==> config.mk <==
export PLATFORM = sky130hd
export DESIGN_NAME = dct_row_stage
export DESIGN_NICKNAME = d
export VERILOG_FILES = /design/src/dct_pkg.sv /design/src/dct_row_stage.sv
export SDC_FILE = /design/constraint.sdc
export NUM_CORES = 2
export LEC_CHECK = 0
export BUFFER_PORTS_ARGS = -buffer_cell sky130_fd_sc_hd__buf_2
export CORE_UTILIZATION = 33
export DETAILED_ROUTE_END_ITERATION = 8
export HOLD_SLACK_MARGIN = 0.06
export PLACE_DENSITY = 0.55
export SLEW_MARGIN = 0
export SYNTH_ARGS = -nofsm -noshare
export SYNTH_HDL_FRONTEND = slang
export SYNTH_SLANG_ARGS = --single-unit
==> constraint.sdc <==
create_clock -name clk -period 10.8 [get_ports clk]
set_input_delay 2.7 -clock clk [delete_from_list [all_inputs] [get_ports clk]]
set_output_delay 2.7 -clock clk [all_outputs]
set_load 0.02 [all_outputs]
==> src/dct_pkg.sv <==
// ============================
// shared widths, constants and the DCT basis table for the dct_2d
// pipeline. Each file refers to these by scoped name.
// ============================
`default_nettype none

package dct_pkg;

	// ============================
	// widths
	// ============================
	localparam int pix_w  = 8;
	localparam int blk_n  = 8;
	localparam int row_w  = 13;
	localparam int coef_w = 11;

	// output clipping range of a coefficient
	localparam int coef_max = (2 ** (coef_w - 1)) - 1;
	localparam int coef_min = -(2 ** (coef_w - 1));

	// ============================
	// arithmetic
	// ============================
	// basis values are scaled by 2^14, so the two shifts together remove 2^28
	localparam int row_shift = 12;
	localparam int col_shift = 16;

	// the level shift of 128 per pixel only survives in the k=0 basis row
	// because every other row sums to zero. 128 * 8 * 5793
	localparam int dc_offset = 5932032;

	// cycles from the edge sampling a block's last pixel to its first coef_valid
	localparam int dct_latency = 14;

	// C[k][n] at index k*8+n, frequency k outer and sample n inner
	localparam logic signed [15:0] basis [64] = '{
		5793,  5793,  5793,  5793,  5793,  5793,  5793,  5793,
		8035,  6811,  4551,  1598, -1598, -4551, -6811, -8035,
		7568,  3135, -3135, -7568, -7568, -3135,  3135,  7568,
		6811, -1598, -8035, -4551,  4551,  8035,  1598, -6811,
		5793, -5793, -5793,  5793,  5793, -5793, -5793,  5793,
		4551, -8035,  1598,  6811, -6811, -1598,  8035, -4551,
		3135, -7568,  7568, -3135, -3135,  7568, -7568,  3135,
		1598, -4551,  6811, -8035,  8035, -6811,  4551, -1598
	};

endpackage

`default_nettype wire

==> src/dct_row_stage.sv <==
// ============================
// row transform of the 2-D DCT. Takes one pixel per cycle while enable
// is high and emits a full row of 8 rounded values three cycles after
// the edge that samples the row's last pixel
// ============================
`default_nettype none
`timescale 1ns/100ps

module dct_row_stage (
	input  logic                                                 clk,
	input  logic                                                 rst,
	input  logic                                                 enable,
	input  logic [dct_pkg::pix_w-1:0]                            data_in,
	output logic                                                 row_valid,
	output logic [2:0]                                           row_index,
	output logic [dct_pkg::blk_n-1:0][dct_pkg::row_w-1:0]        row_data
);

	logic [2:0] pix_cnt;
	logic [2:0] row_cnt;

	logic [dct_pkg::pix_w-1:0] pix_q;
	logic [2:0] n_q;
	logic [2:0] r_q;
	logic v_q;

	logic signed [31:0] prod [dct_pkg::blk_n];
	logic [2:0] n_p;
	logic [2:0] r_p;
	logic v_p;

	logic signed [31:0] acc [dct_pkg::blk_n];
	logic signed [31:0] rnd [dct_pkg::blk_n];
	logic [2:0] r_a;
	logic last_a;

	// ============================
	// pixel sampling
	// ============================
	always_ff @(posedge clk) begin
		if (rst) begin
			pix_cnt <= '0;
			row_cnt <= '0;
			v_q <= 1'b0;
		end else if (!enable) begin
			// the partial block is dropped and the next one starts at row 0
			pix_cnt <= '0;
			row_cnt <= '0;
			v_q <= 1'b0;
		end else begin
			pix_cnt <= pix_cnt + 3'd1;
			if (pix_cnt == 3'd7)
				row_cnt <= row_cnt + 3'd1;
			v_q <= 1'b1;
		end
	end

	always_ff @(posedge clk) begin
		pix_q <= data_in;
		n_q <= pix_cnt;
		r_q <= row_cnt;
	end

	// ============================
	// multiply and accumulate
	// ============================
	always_ff @(posedge clk) begin
		if (rst) begin
			v_p <= 1'b0;
			last_a <= 1'b0;
		end else begin
			v_p <= v_q;
			last_a <= v_p && (n_p == 3'd7);
		end
	end

	always_ff @(posedge clk) begin
		n_p <= n_q;
		r_p <= r_q;
		for (int k = 0; k < dct_pkg::blk_n; k++)
			prod[k] <= int'($signed({1'b0, pix_q})) * int'(dct_pkg::basis[{3'(k), n_q}]);
	end

	// each accumulator restarts on the first pixel of a row
	always_ff @(posedge clk) begin
		r_a <= r_p;
		if (v_p) begin
			for (int k = 0; k < dct_pkg::blk_n; k++)
				acc[k] <= ((n_p == 3'd0) ? 32'sd0 : acc[k]) + prod[k];
		end
	end

	// level shift on the DC term only, then round half up
	always_comb begin
		for (int k = 0; k < dct_pkg::blk_n; k++) begin
			if (k == 0)
				rnd[k] = (acc[k] - dct_pkg::dc_offset + (1 <<< (dct_pkg::row_shift - 1)))
					>>> dct_pkg::row_shift;
			else
				rnd[k] = (acc[k] + (1 <<< (dct_pkg::row_shift - 1))) >>> dct_pkg::row_shift;
		end
	end

	always_ff @(posedge clk) begin
		if (rst)
			row_valid <= 1'b0;
		else
			row_valid <= last_a;
	end

	always_ff @(posedge clk) begin
		if (last_a) begin
			row_index <= r_a;
			for (int k = 0; k < dct_pkg::blk_n; k++)
				row_data[k] <= rnd[k][dct_pkg::row_w-1:0];
		end
	end

endmodule

`default_nettype wire

==> impl_results.md <==
- Initial antenna violation count: 0
- CTS Hold Buffers Added: 0
- Max-Cap Viols: 0
- DRC: 0
- #FFs+latches synth: 536
- Cells after Synth: 5556
- RePlAce Congestion: 0.967
- Core Util, Final: 36.7%
- Pwr/cell area: 226 nW/µm²
- Syn Area/Cell: 9.76 µm²
- Synth Cell Area: 54200 µm²
- # placed instances: 7776
- Root Driver: clkbuf_16
- Final ANT Viol Nets: 0
- DRT Wirelength: 134000 µm
- Io pins: 119
- Clk_skew: 0.0551 ns
- Largest net degree at the start of global routing: 78
- Arrival @ worst endpoint: 8.20 ns
- Total congestion overflow: 0
- Initial DRC count: 2260
- N_diodes: 0
- Full die area: 166000 µm²
- Vias in the first global route: 38.5k
- Peak Freq: between 0.1 and 0.15 GHz
- Clk pin slew, worst setup/hold paths: 0.06 ns
- CP cell instances: inv_1 -> ha_1 -> xnor2_1 -> nand2_1 -> fa_1 -> inv_1 -> fa_1 -> fa_1 -> inv_1 -> fa_1 -> inv_1 -> ha_1 -> a21o_1 -> a21oi_1 -> o21ai_0 -> a221oi_1 -> a211o_1 -> o31ai_1 -> a21oi_1 -> xnor2_1
- Cell taking the most area after synthesis: fa_1
- Sequential fraction of the synthesis area: 25.5%
- Buffers and inverters on the worst path: 4
- Syn-to-layout area delta: 10.2%
- Status: completed
- Synth cell types: 77
- Share of layout cells above drive strength 1: 5.02%
- Fin crit share: 70.1%
- Number of I/O port buffers: 118
- GRT Total Usage: 16.4%
- Hold_ws: 0.326 ns
- TritonCTS clock tree: yes
- Critical path required time: 11.43 ns
- Syn nets: 6769
- Die H: 407 µm
- VDD IR-drop max: 0.145 mV
- CTS Buf Count: between 70 and 80
- Ys async rst share: 0%
- Die span in x: 407 µm
- Worst skew pair latency: ~0.7 ns
- Setup TNS: 0 ns
- First-pass GRT wire length: 217000 µm
- Final Hold Fails: 0
- Worst path top cell family by delay: adder cells
- Crit path kind: reg2reg
- Worst-Margin Slew: 1.09 ns
- Post-DP HPWL: 109000 µm
- Core Box Area: 163000 µm²
- Non-filler cells, final: between 7k and 8k
- Leading cell type in the layout, fill and taps excluded: inv_1
- Initial Util: 33.3%
- Final Net Count: 6887
- Synth top area share: between 20% and 30%
- CTS resizes: 0
- Max_slew headroom: a little over a quarter
- Placed Area: 57400 µm²
- Multi-input logic area: 35800 µm²
- Clk sink count: 536
- Crit. End Element: flip-flop
- CP max stage delay: a little under 0.8 ns
- Total power: approximately 14 mW
- RSZ-0062 raised after global routing: no
- CTS max path bufs: 3
- Post-route cell area: 59800 µm²
- DR WL/cell: 17.0 µm
- Average vias per placed instance: around 4.7
- Final Slew Violations: 0
- EDFF count, synth: ~310
- Rows: 148
- Top cells by area, synth: fa_1 (23%), edfxtp_1 (17%), ha_1 (13%)
- Setup Buffers After CTS: 0
- Commonest non-fill, non-tap cells in the layout: inv_1 (1129), fa_1 (632), ha_1 (570)
- CP startpoint kind: flip-flop
- Min cycle time layout: between 7 and 8 ns
- Final WS setup: 3.23 ns
- Filler instances: roughly 16k
- DP Worst Slack: 3.40 ns
- Via count: 37.1k
- Main synth FF type: edfxtp_1
- HP Class: reg2reg
- # H-tree levels: 3
- Slowest CP cell: dfxtp_1
- Seq. cell area: 13800 µm²
- Drt pass-1 iters: 5
- Final setup viols: 0
- Pleak: 29.1 nW
- Yosys warns: 0
- CP Max Fanout: 20
==> path summary, 6_finish.rpt <==
path,end,startpoint,slack (ns),cells after the start
max,prod[0][63],n_q[0],3.23,20
min,r_a[2],r_p[2],0.33,0
max reg2reg,prod[0][63],n_q[0],3.23,20
min reg2reg,r_a[2],r_p[2],0.33,0
==> per-layer routing <==
layer | share of wire (%) | routed length [µm] | track usage [%] | up-vias
met1 | 50 | 66600 | 23.8 | 17861
li1 | - | - | - | 18300
met4 | 3.1 | 4130 | 5.50 | 0
met5 | 0 | 0 | 0 | -
met3 | 5.1 | 6850 | 2.76 | 176
met2 | 42 | 56500 | 24.5 | 794
==> area by class of cell <==
class	count	area share, %
multi-input combinational	3792	59.9
sequential	536	23.1
inverter	1133	7.11
tap	2175	4.55
clock buffer	95	3.36
timing repair buffer	140	1.26
clock inverter	37	0.647
==> where the power goes <==
| group | internal, mW | switching [mW] | total (mW) |
|---|---|---|---|
| Sequential | 2.85 | 0.243 | 3.09 |
| Clock | 1.40 | 0.996 | 2.40 |
| Combinational | 3.44 | 4.59 | 8.03 |
==> state kept, by name, indices dropped and copies added, names as in the netlist <==
signal / cells
n_q: 3
last_a: 1
row_valid: 1
pix_q: 8
acc: 200
row_index: 3
pix_cnt: 3
v_p: 1
row_cnt: 3
v_q: 1
r_a: 3
n_p: 3
r_q: 3
prod: 196
r_p: 3
row_data: 104
==> cells in the mapped netlist (all sizes together) (4+ instances only) <==
master	instances
o211ai	22
and3	34
mux2i	7
nand3	94
a41oi	13
a311oi	4
or2	7
edfxtp	307
a21o	141
xnor2	316
nor2	220
a211o	17
o21a	54
o31a	9
clkinv	4
o221ai	7
a221o	9
o31ai	21
a211oi	34
a31oi	31
o21bai	41
xor2	146
nand2	341
a2111oi	5
nand2b	41
o2111ai	5
and4	6
nor2b	52
ha	570
o21ai	155
and2	289
dfxtp	229
a31o	8
or3	12
a21boi	10
clkbuf	90
nor4	4
nor3	35
inv	1129
fa	632
nand4	34
a221oi	6
o22ai	7
a21oi	313
buf	5
==> cells by family after synthesis <==
family                   share of synthesized area [%]
multiplexers                                     0.129
AND/OR/NAND/NOR                                   10.8
flip-flops                                        25.5
AO/OA/AOI/OAI                                     11.2
buffers and inverters                             8.50
XOR/XNOR                                          7.46
adder cells (fa/ha/maj)                           36.5
Power figures use the tool's default switching activity.
