===== src/dct_pkg.sv =====
// ============================
// shared widths, constants and the DCT basis table for the dct_2d
// pipeline. Each file refers to these by scoped name.
// ============================
`default_nettype none

package dct_pkg;

	// ============================
	// widths
	// ============================
	localparam int pix_w  = 8;
	localparam int blk_n  = 8;
	localparam int row_w  = 13;
	localparam int coef_w = 11;

	// output clipping range of a coefficient
	localparam int coef_max = (2 ** (coef_w - 1)) - 1;
	localparam int coef_min = -(2 ** (coef_w - 1));

	// ============================
	// arithmetic
	// ============================
	// basis values are scaled by 2^14, so the two shifts together remove 2^28
	localparam int row_shift = 12;
	localparam int col_shift = 16;

	// the level shift of 128 per pixel only survives in the k=0 basis row
	// because every other row sums to zero. 128 * 8 * 5793
	localparam int dc_offset = 5932032;

	// cycles from the edge sampling a block's last pixel to its first coef_valid
	localparam int dct_latency = 14;

	// C[k][n] at index k*8+n, frequency k outer and sample n inner
	localparam logic signed [15:0] basis [64] = '{
		5793,  5793,  5793,  5793,  5793,  5793,  5793,  5793,
		8035,  6811,  4551,  1598, -1598, -4551, -6811, -8035,
		7568,  3135, -3135, -7568, -7568, -3135,  3135,  7568,
		6811, -1598, -8035, -4551,  4551,  8035,  1598, -6811,
		5793, -5793, -5793,  5793,  5793, -5793, -5793,  5793,
		4551, -8035,  1598,  6811, -6811, -1598,  8035, -4551,
		3135, -7568,  7568, -3135, -3135,  7568, -7568,  3135,
		1598, -4551,  6811, -8035,  8035, -6811,  4551, -1598
	};

endpackage

`default_nettype wire


===== src/dct_col_stage.sv =====
// ============================
// column transform of the 2-D DCT. Accumulates 8 frequencies over each
// replayed column, then rounds, clips and shifts the 8 coefficients out
// one per cycle while the next column accumulates
// ============================
`default_nettype none
`timescale 1ns/100ps

module dct_col_stage (
	input  logic                        clk,
	input  logic                        rst,
	input  logic                        col_valid,
	input  logic [dct_pkg::row_w-1:0]   col_data,
	output logic [dct_pkg::coef_w-1:0]  coef,
	output logic                        coef_valid
);

	logic [2:0] n;
	logic col_done;

	logic signed [31:0] acc [dct_pkg::blk_n];
	logic signed [31:0] rnd [dct_pkg::blk_n];
	logic signed [31:0] clip [dct_pkg::blk_n];

	logic [dct_pkg::coef_w-1:0] sr [dct_pkg::blk_n];
	logic [dct_pkg::blk_n-1:0] sr_v;

	// ============================
	// accumulation
	// ============================
	always_ff @(posedge clk) begin
		if (rst) begin
			n <= '0;
			col_done <= 1'b0;
		end else begin
			col_done <= col_valid && (n == 3'd7);
			if (col_valid)
				n <= n + 3'd1;
			else
				n <= '0;
		end
	end

	// the first element of a column overwrites the previous sum
	always_ff @(posedge clk) begin
		if (col_valid) begin
			for (int u = 0; u < dct_pkg::blk_n; u++)
				acc[u] <= ((n == 3'd0) ? 32'sd0 : acc[u])
					+ int'($signed(col_data)) * int'(dct_pkg::basis[{3'(u), n}]);
		end
	end

	// ============================
	// rounding and clipping
	// ============================
	always_comb begin
		for (int u = 0; u < dct_pkg::blk_n; u++) begin
			rnd[u] = (acc[u] + (1 <<< (dct_pkg::col_shift - 1))) >>> dct_pkg::col_shift;
			if (rnd[u] > dct_pkg::coef_max)
				clip[u] = dct_pkg::coef_max;
			else if (rnd[u] < dct_pkg::coef_min)
				clip[u] = dct_pkg::coef_min;
			else
				clip[u] = rnd[u];
		end
	end

	// ============================
	// serial output
	// ============================
	always_ff @(posedge clk) begin
		if (rst)
			sr_v <= '0;
		else if (col_done)
			sr_v <= '1;
		else
			sr_v <= sr_v >> 1;
	end

	// u = 0 leaves first
	always_ff @(posedge clk) begin
		if (col_done) begin
			for (int u = 0; u < dct_pkg::blk_n; u++)
				sr[u] <= clip[u][dct_pkg::coef_w-1:0];
		end else begin
			for (int u = 0; u < dct_pkg::blk_n - 1; u++)
				sr[u] <= sr[u + 1];
		end
	end

	assign coef = sr[0];
	assign coef_valid = sr_v[0];

endmodule

`default_nettype wire


===== config.mk =====
export PLATFORM = sky130hd
export DESIGN_NAME = dct_col_stage
export DESIGN_NICKNAME = d
export VERILOG_FILES = /design/src/dct_pkg.sv /design/src/dct_col_stage.sv
export SDC_FILE = /design/constraint.sdc
export NUM_CORES = 2
export LEC_CHECK = 0
export BUFFER_PORTS_ARGS = -buffer_cell sky130_fd_sc_hd__buf_4
export CAP_MARGIN = 20
export CORE_MARGIN = 4
export CORE_UTILIZATION = 65
export CTS_CLUSTER_DIAMETER = 40
export DETAILED_ROUTE_END_ITERATION = 12
export PLACE_DENSITY = 0.81
export REMOVE_ABC_BUFFERS = 1
export SLEW_MARGIN = 30
export SYNTH_ARGS = -nofsm -noshare
export SYNTH_HDL_FRONTEND = slang
export SYNTH_SLANG_ARGS = --single-unit

===== constraint.sdc =====
create_clock -name clk -period 12.8 [get_ports clk]
set_clock_uncertainty 0.1 [all_clocks]
set_input_delay 1.28 -clock clk [delete_from_list [all_inputs] [get_ports clk]]
set_output_delay 1.28 -clock clk [all_outputs]
set_load 0.05 [all_outputs]

==> metrics.md <==
| Metric | Value |
|---|---|
| Flip-flop and latch area | 9803 sq um |
| Leading post-synthesis cells by cell area | sky130_fd_sc_hd__fa_1, sky130_fd_sc_hd__ha_1, sky130_fd_sc_hd__inv_1 |
| Total number of yosys warnings | 0 |
| Cell area after layout | 82300 sq um |
| Final Hold Fails | 0 |
| Final-layout fill cell count | 8663 |
| Count of flip-flops with a built-in enable after synthesis | 267 |
| CTS H-tree lvls | 3 |
| Required arrival time at the worst endpoint | 13110 ps |
| Post-synth top flop | sky130_fd_sc_hd__edfxtp_1 |
| Wire length of the first global-routing pass | 328100 um |
| Area used by multi-input combinational logic | 58000 sq um |
| Number of DRC markers in iteration 0 | 4466 |
| Measured slew at the worst slew-check pin | 1158 ps |
| Floorplan die height | 353.1 um |
| Most common cell after layout, fill and taps aside | sky130_fd_sc_hd__inv_1 |
| Startpoint of the worst register-to-register path | n[0] |
| Antenna-violating nets left | 0 |
| Clock sinks | 356 |
| HPWL after DPL | 171200 um |
| Aggregate routed wire length | 207400 um |
| Post-synth top area cell | sky130_fd_sc_hd__fa_1 |
| Max Fanout on Critical Path | 32 |
| Worst setup path startpoint | n[0] |
| FFs w/ async S/R, synth | 0% |
| Clock transition at the register clock pins on the worst setup and hold paths after CTS | 60 ps |
| Final critical-path share of the clock period | 73.71% |
| Drt drc | 0 |
| Die Footprint | 124700 sq um |
| Number of top-level pins | 28 |
| Skew-Pair Late Insertion Delay | 690 ps |
| Count of different cell masters after synthesis | 83 |
| Aggregate global routing overflow | 0 |
| Number of buffers inserted by post-CTS setup repair | 0 |
| Number of buffer cells added on primary ports | 27 |
| Initial antenna violation count | 12 |
| Setup repair after global routing missed its margin | no |
| Largest net degree at the start of global routing | 135 |
| Max-slew violation total from the final report | 0 |
| Num rows | 126 |
| Launching element type of the critical path | flip-flop |
| Most frequent cells in the layout | sky130_fd_sc_hd__inv_1, sky130_fd_sc_hd__fa_1, sky130_fd_sc_hd__ha_1, sky130_fd_sc_hd__nand2_1, sky130_fd_sc_hd__nor2_1 |
| Setup crit end kind | flip-flop |
| Cell count after synthesis | 7868 |
| Max-Slew Margin vs Limit | 22.46% |
| Avg WL per Cell | 21.90 um |
| Area of the mapped netlist | 77400 sq um |
| Register area share after synthesis | 12.66% |
| Wire length on met1 | 75430 um |
| Detailed-routed wire length on met3 | 21240 um |
| Length of the first detailed-routing pass in iterations | 6 |
| Number of instances resized during post-cts repair | 0 |
| Top sig layer | met5 |
| CTS tree | yes |
| Min-delay src | sr[0][59] |
| Critical Setup Path Class | reg2reg |
| Mean instance size in the synthesized netlist | 9.837 sq um |
| Amount of wire on met2 after detailed routing | 95380 um |
| Overall global routing resource usage | 34.65% |
| Crit path DAT | 9750 ps |
| Number of vias per cell after detailed routing | 5.684 |
| Total number of vias | 53840 |
| Starting utilization of the core area | 65.55% |
| FMAX | 106.0 MHz |
| Layout area overhead | 6.336% |
| Final GP Congestion | 1.038 |
| Worst min path class | reg2reg |
| Final setup violating endpoints | 0 |
| CTS Buffer Depth | 3 |
| Number of nets in the finished design | 10320 |
| Core ar. | 118100 sq um |
| Count of maximum capacitance violations | 0 |
| Count of state elements after synthesis | 356 |
| Run status | complete, no violations |
| Final Critical Period | 9435 ps |
| Hold Slack | 323.4 ps |
| Number of clock buffers inserted by TritonCTS | 83 |
| Horiz. Die Dim | 353.1 um |
| Number of global-route vias before repair | 58720 |
| Hold-fix buffer count after cts | 0 |
| Clock root buffer master | sky130_fd_sc_hd__clkbuf_16 |
| Instance area after placement | 79270 sq um |
| Share of the synthesized area in the top cell type | 42.26% |
| Layout cells sized above 1 | 3.429% |
registers in the layout, indices dropped and copies added (netlist names):
name	cells
sr	88
col_done	1
acc	256
n	3
sr_v	8
per-layer routing:
metal / track usage [%] / vias to the layer above
met1: 42.93 / 26980
met3: 9.467 / 682
met5: 0 / -
li1: - / 23650
met4: 20.32 / 4
met2: 54.98 / 2518
final cells by class:
class | instances | area share, %
antenna | 3 | 0.009122
tap | 1536 | 2.335
clock buffer | 95 | 2.656
multi-input combinational | 4953 | 70.47
timing repair buffer | 78 | 0.7358
inverter | 2392 | 10.91
sequential | 356 | 11.91
clock inverter | 58 | 0.9699
worst paths after layout:
| kind | endpoint | slack (ps) | cells after the start |
|---|---|---|---|
| max | acc[1][62] | 3370 | 26 |
| min | sr[0][48] | 320 | 1 |
| max reg2reg | acc[1][62] | 3370 | 26 |
| min reg2reg | sr[0][48] | 320 | 1 |
critical path, stage by stage, from the launching register on:
cell and delay, ps:
sky130_fd_sc_hd__dfxtp_1 700, sky130_fd_sc_hd__inv_1 370, sky130_fd_sc_hd__ha_1 430, sky130_fd_sc_hd__buf_4 400, sky130_fd_sc_hd__inv_1 440, sky130_fd_sc_hd__a21oi_2 770, sky130_fd_sc_hd__and2_1 260, sky130_fd_sc_hd__fa_1 440
sky130_fd_sc_hd__ha_1 240, sky130_fd_sc_hd__fa_1 490, sky130_fd_sc_hd__inv_1 60, sky130_fd_sc_hd__fa_1 510, sky130_fd_sc_hd__fa_1 510, sky130_fd_sc_hd__inv_1 50, sky130_fd_sc_hd__fa_1 430, sky130_fd_sc_hd__ha_1 330
sky130_fd_sc_hd__o21a_1 160, sky130_fd_sc_hd__o21ai_0 120, sky130_fd_sc_hd__a21oi_1 520, sky130_fd_sc_hd__a21o_1 300, sky130_fd_sc_hd__nand2_1 70, sky130_fd_sc_hd__a21boi_0 370, sky130_fd_sc_hd__a41oi_1 220, sky130_fd_sc_hd__a31oi_1 360
sky130_fd_sc_hd__a211oi_1 180, sky130_fd_sc_hd__a21oi_1 200, sky130_fd_sc_hd__xor2_1 80
logic make-up after synthesis:
family / synth area share, %
xor+xnor: 3.972
buf+inv: 12.46
fa+ha+maj: 55.31
mux: 0.1536
simple gates: 8.757
compound gates: 6.681
flops: 12.66
stage by stage:
stage / setup TNS, ps / util [%] / instances / worst slack (ps)
5_1_grt: 0 / 69.69 / 9468 / 2805
4_1_cts: 0 / 69.66 / 9466 / 3554
3_5_place_dp: 0 / 67.13 / 9313 / 3480
3_3_place_gp: 0 / 67.13 / 9313 / 3418
2_1_floorplan: -246370 / - / 7701 / -2566
6_report: 0 / 69.70 / 9471 / 3365
synthesized netlist by cell type, types with 7 or more instances:
| cell type | count |
|---|---|
| sky130_fd_sc_hd__o21bai_1 | 35 |
| sky130_fd_sc_hd__and4_1 | 9 |
| sky130_fd_sc_hd__or3_1 | 9 |
| sky130_fd_sc_hd__nand4_1 | 27 |
| sky130_fd_sc_hd__o21a_1 | 78 |
| sky130_fd_sc_hd__o22ai_1 | 9 |
| sky130_fd_sc_hd__clkbuf_1 | 150 |
| sky130_fd_sc_hd__mux2_2 | 7 |
| sky130_fd_sc_hd__nor2_1 | 294 |
| sky130_fd_sc_hd__a211oi_1 | 27 |
| sky130_fd_sc_hd__o211ai_1 | 58 |
| sky130_fd_sc_hd__nor2b_1 | 265 |
| sky130_fd_sc_hd__and2_1 | 124 |
| sky130_fd_sc_hd__edfxtp_1 | 267 |
| sky130_fd_sc_hd__nor3_1 | 40 |
| sky130_fd_sc_hd__buf_4 | 11 |
| sky130_fd_sc_hd__or2_2 | 12 |
| sky130_fd_sc_hd__a31oi_1 | 18 |
| sky130_fd_sc_hd__nand2b_1 | 56 |
| sky130_fd_sc_hd__o22a_1 | 19 |
| sky130_fd_sc_hd__ha_1 | 807 |
| sky130_fd_sc_hd__inv_1 | 2389 |
| sky130_fd_sc_hd__o21ai_1 | 14 |
| sky130_fd_sc_hd__and3_1 | 40 |
| sky130_fd_sc_hd__xnor2_1 | 243 |
| sky130_fd_sc_hd__o31ai_1 | 15 |
| sky130_fd_sc_hd__dfxtp_1 | 89 |
| sky130_fd_sc_hd__nand2_1 | 379 |
| sky130_fd_sc_hd__a21o_1 | 95 |
| sky130_fd_sc_hd__nor4_1 | 8 |
| sky130_fd_sc_hd__a21boi_0 | 9 |
| sky130_fd_sc_hd__fa_1 | 1634 |
| sky130_fd_sc_hd__o21ai_0 | 136 |
| sky130_fd_sc_hd__xor2_1 | 108 |
| sky130_fd_sc_hd__nand3_1 | 88 |
| sky130_fd_sc_hd__a21oi_1 | 199 |
Power is not shown: default switching activity piles up to over one toggle a cycle in this logic, so the estimate is an artifact.
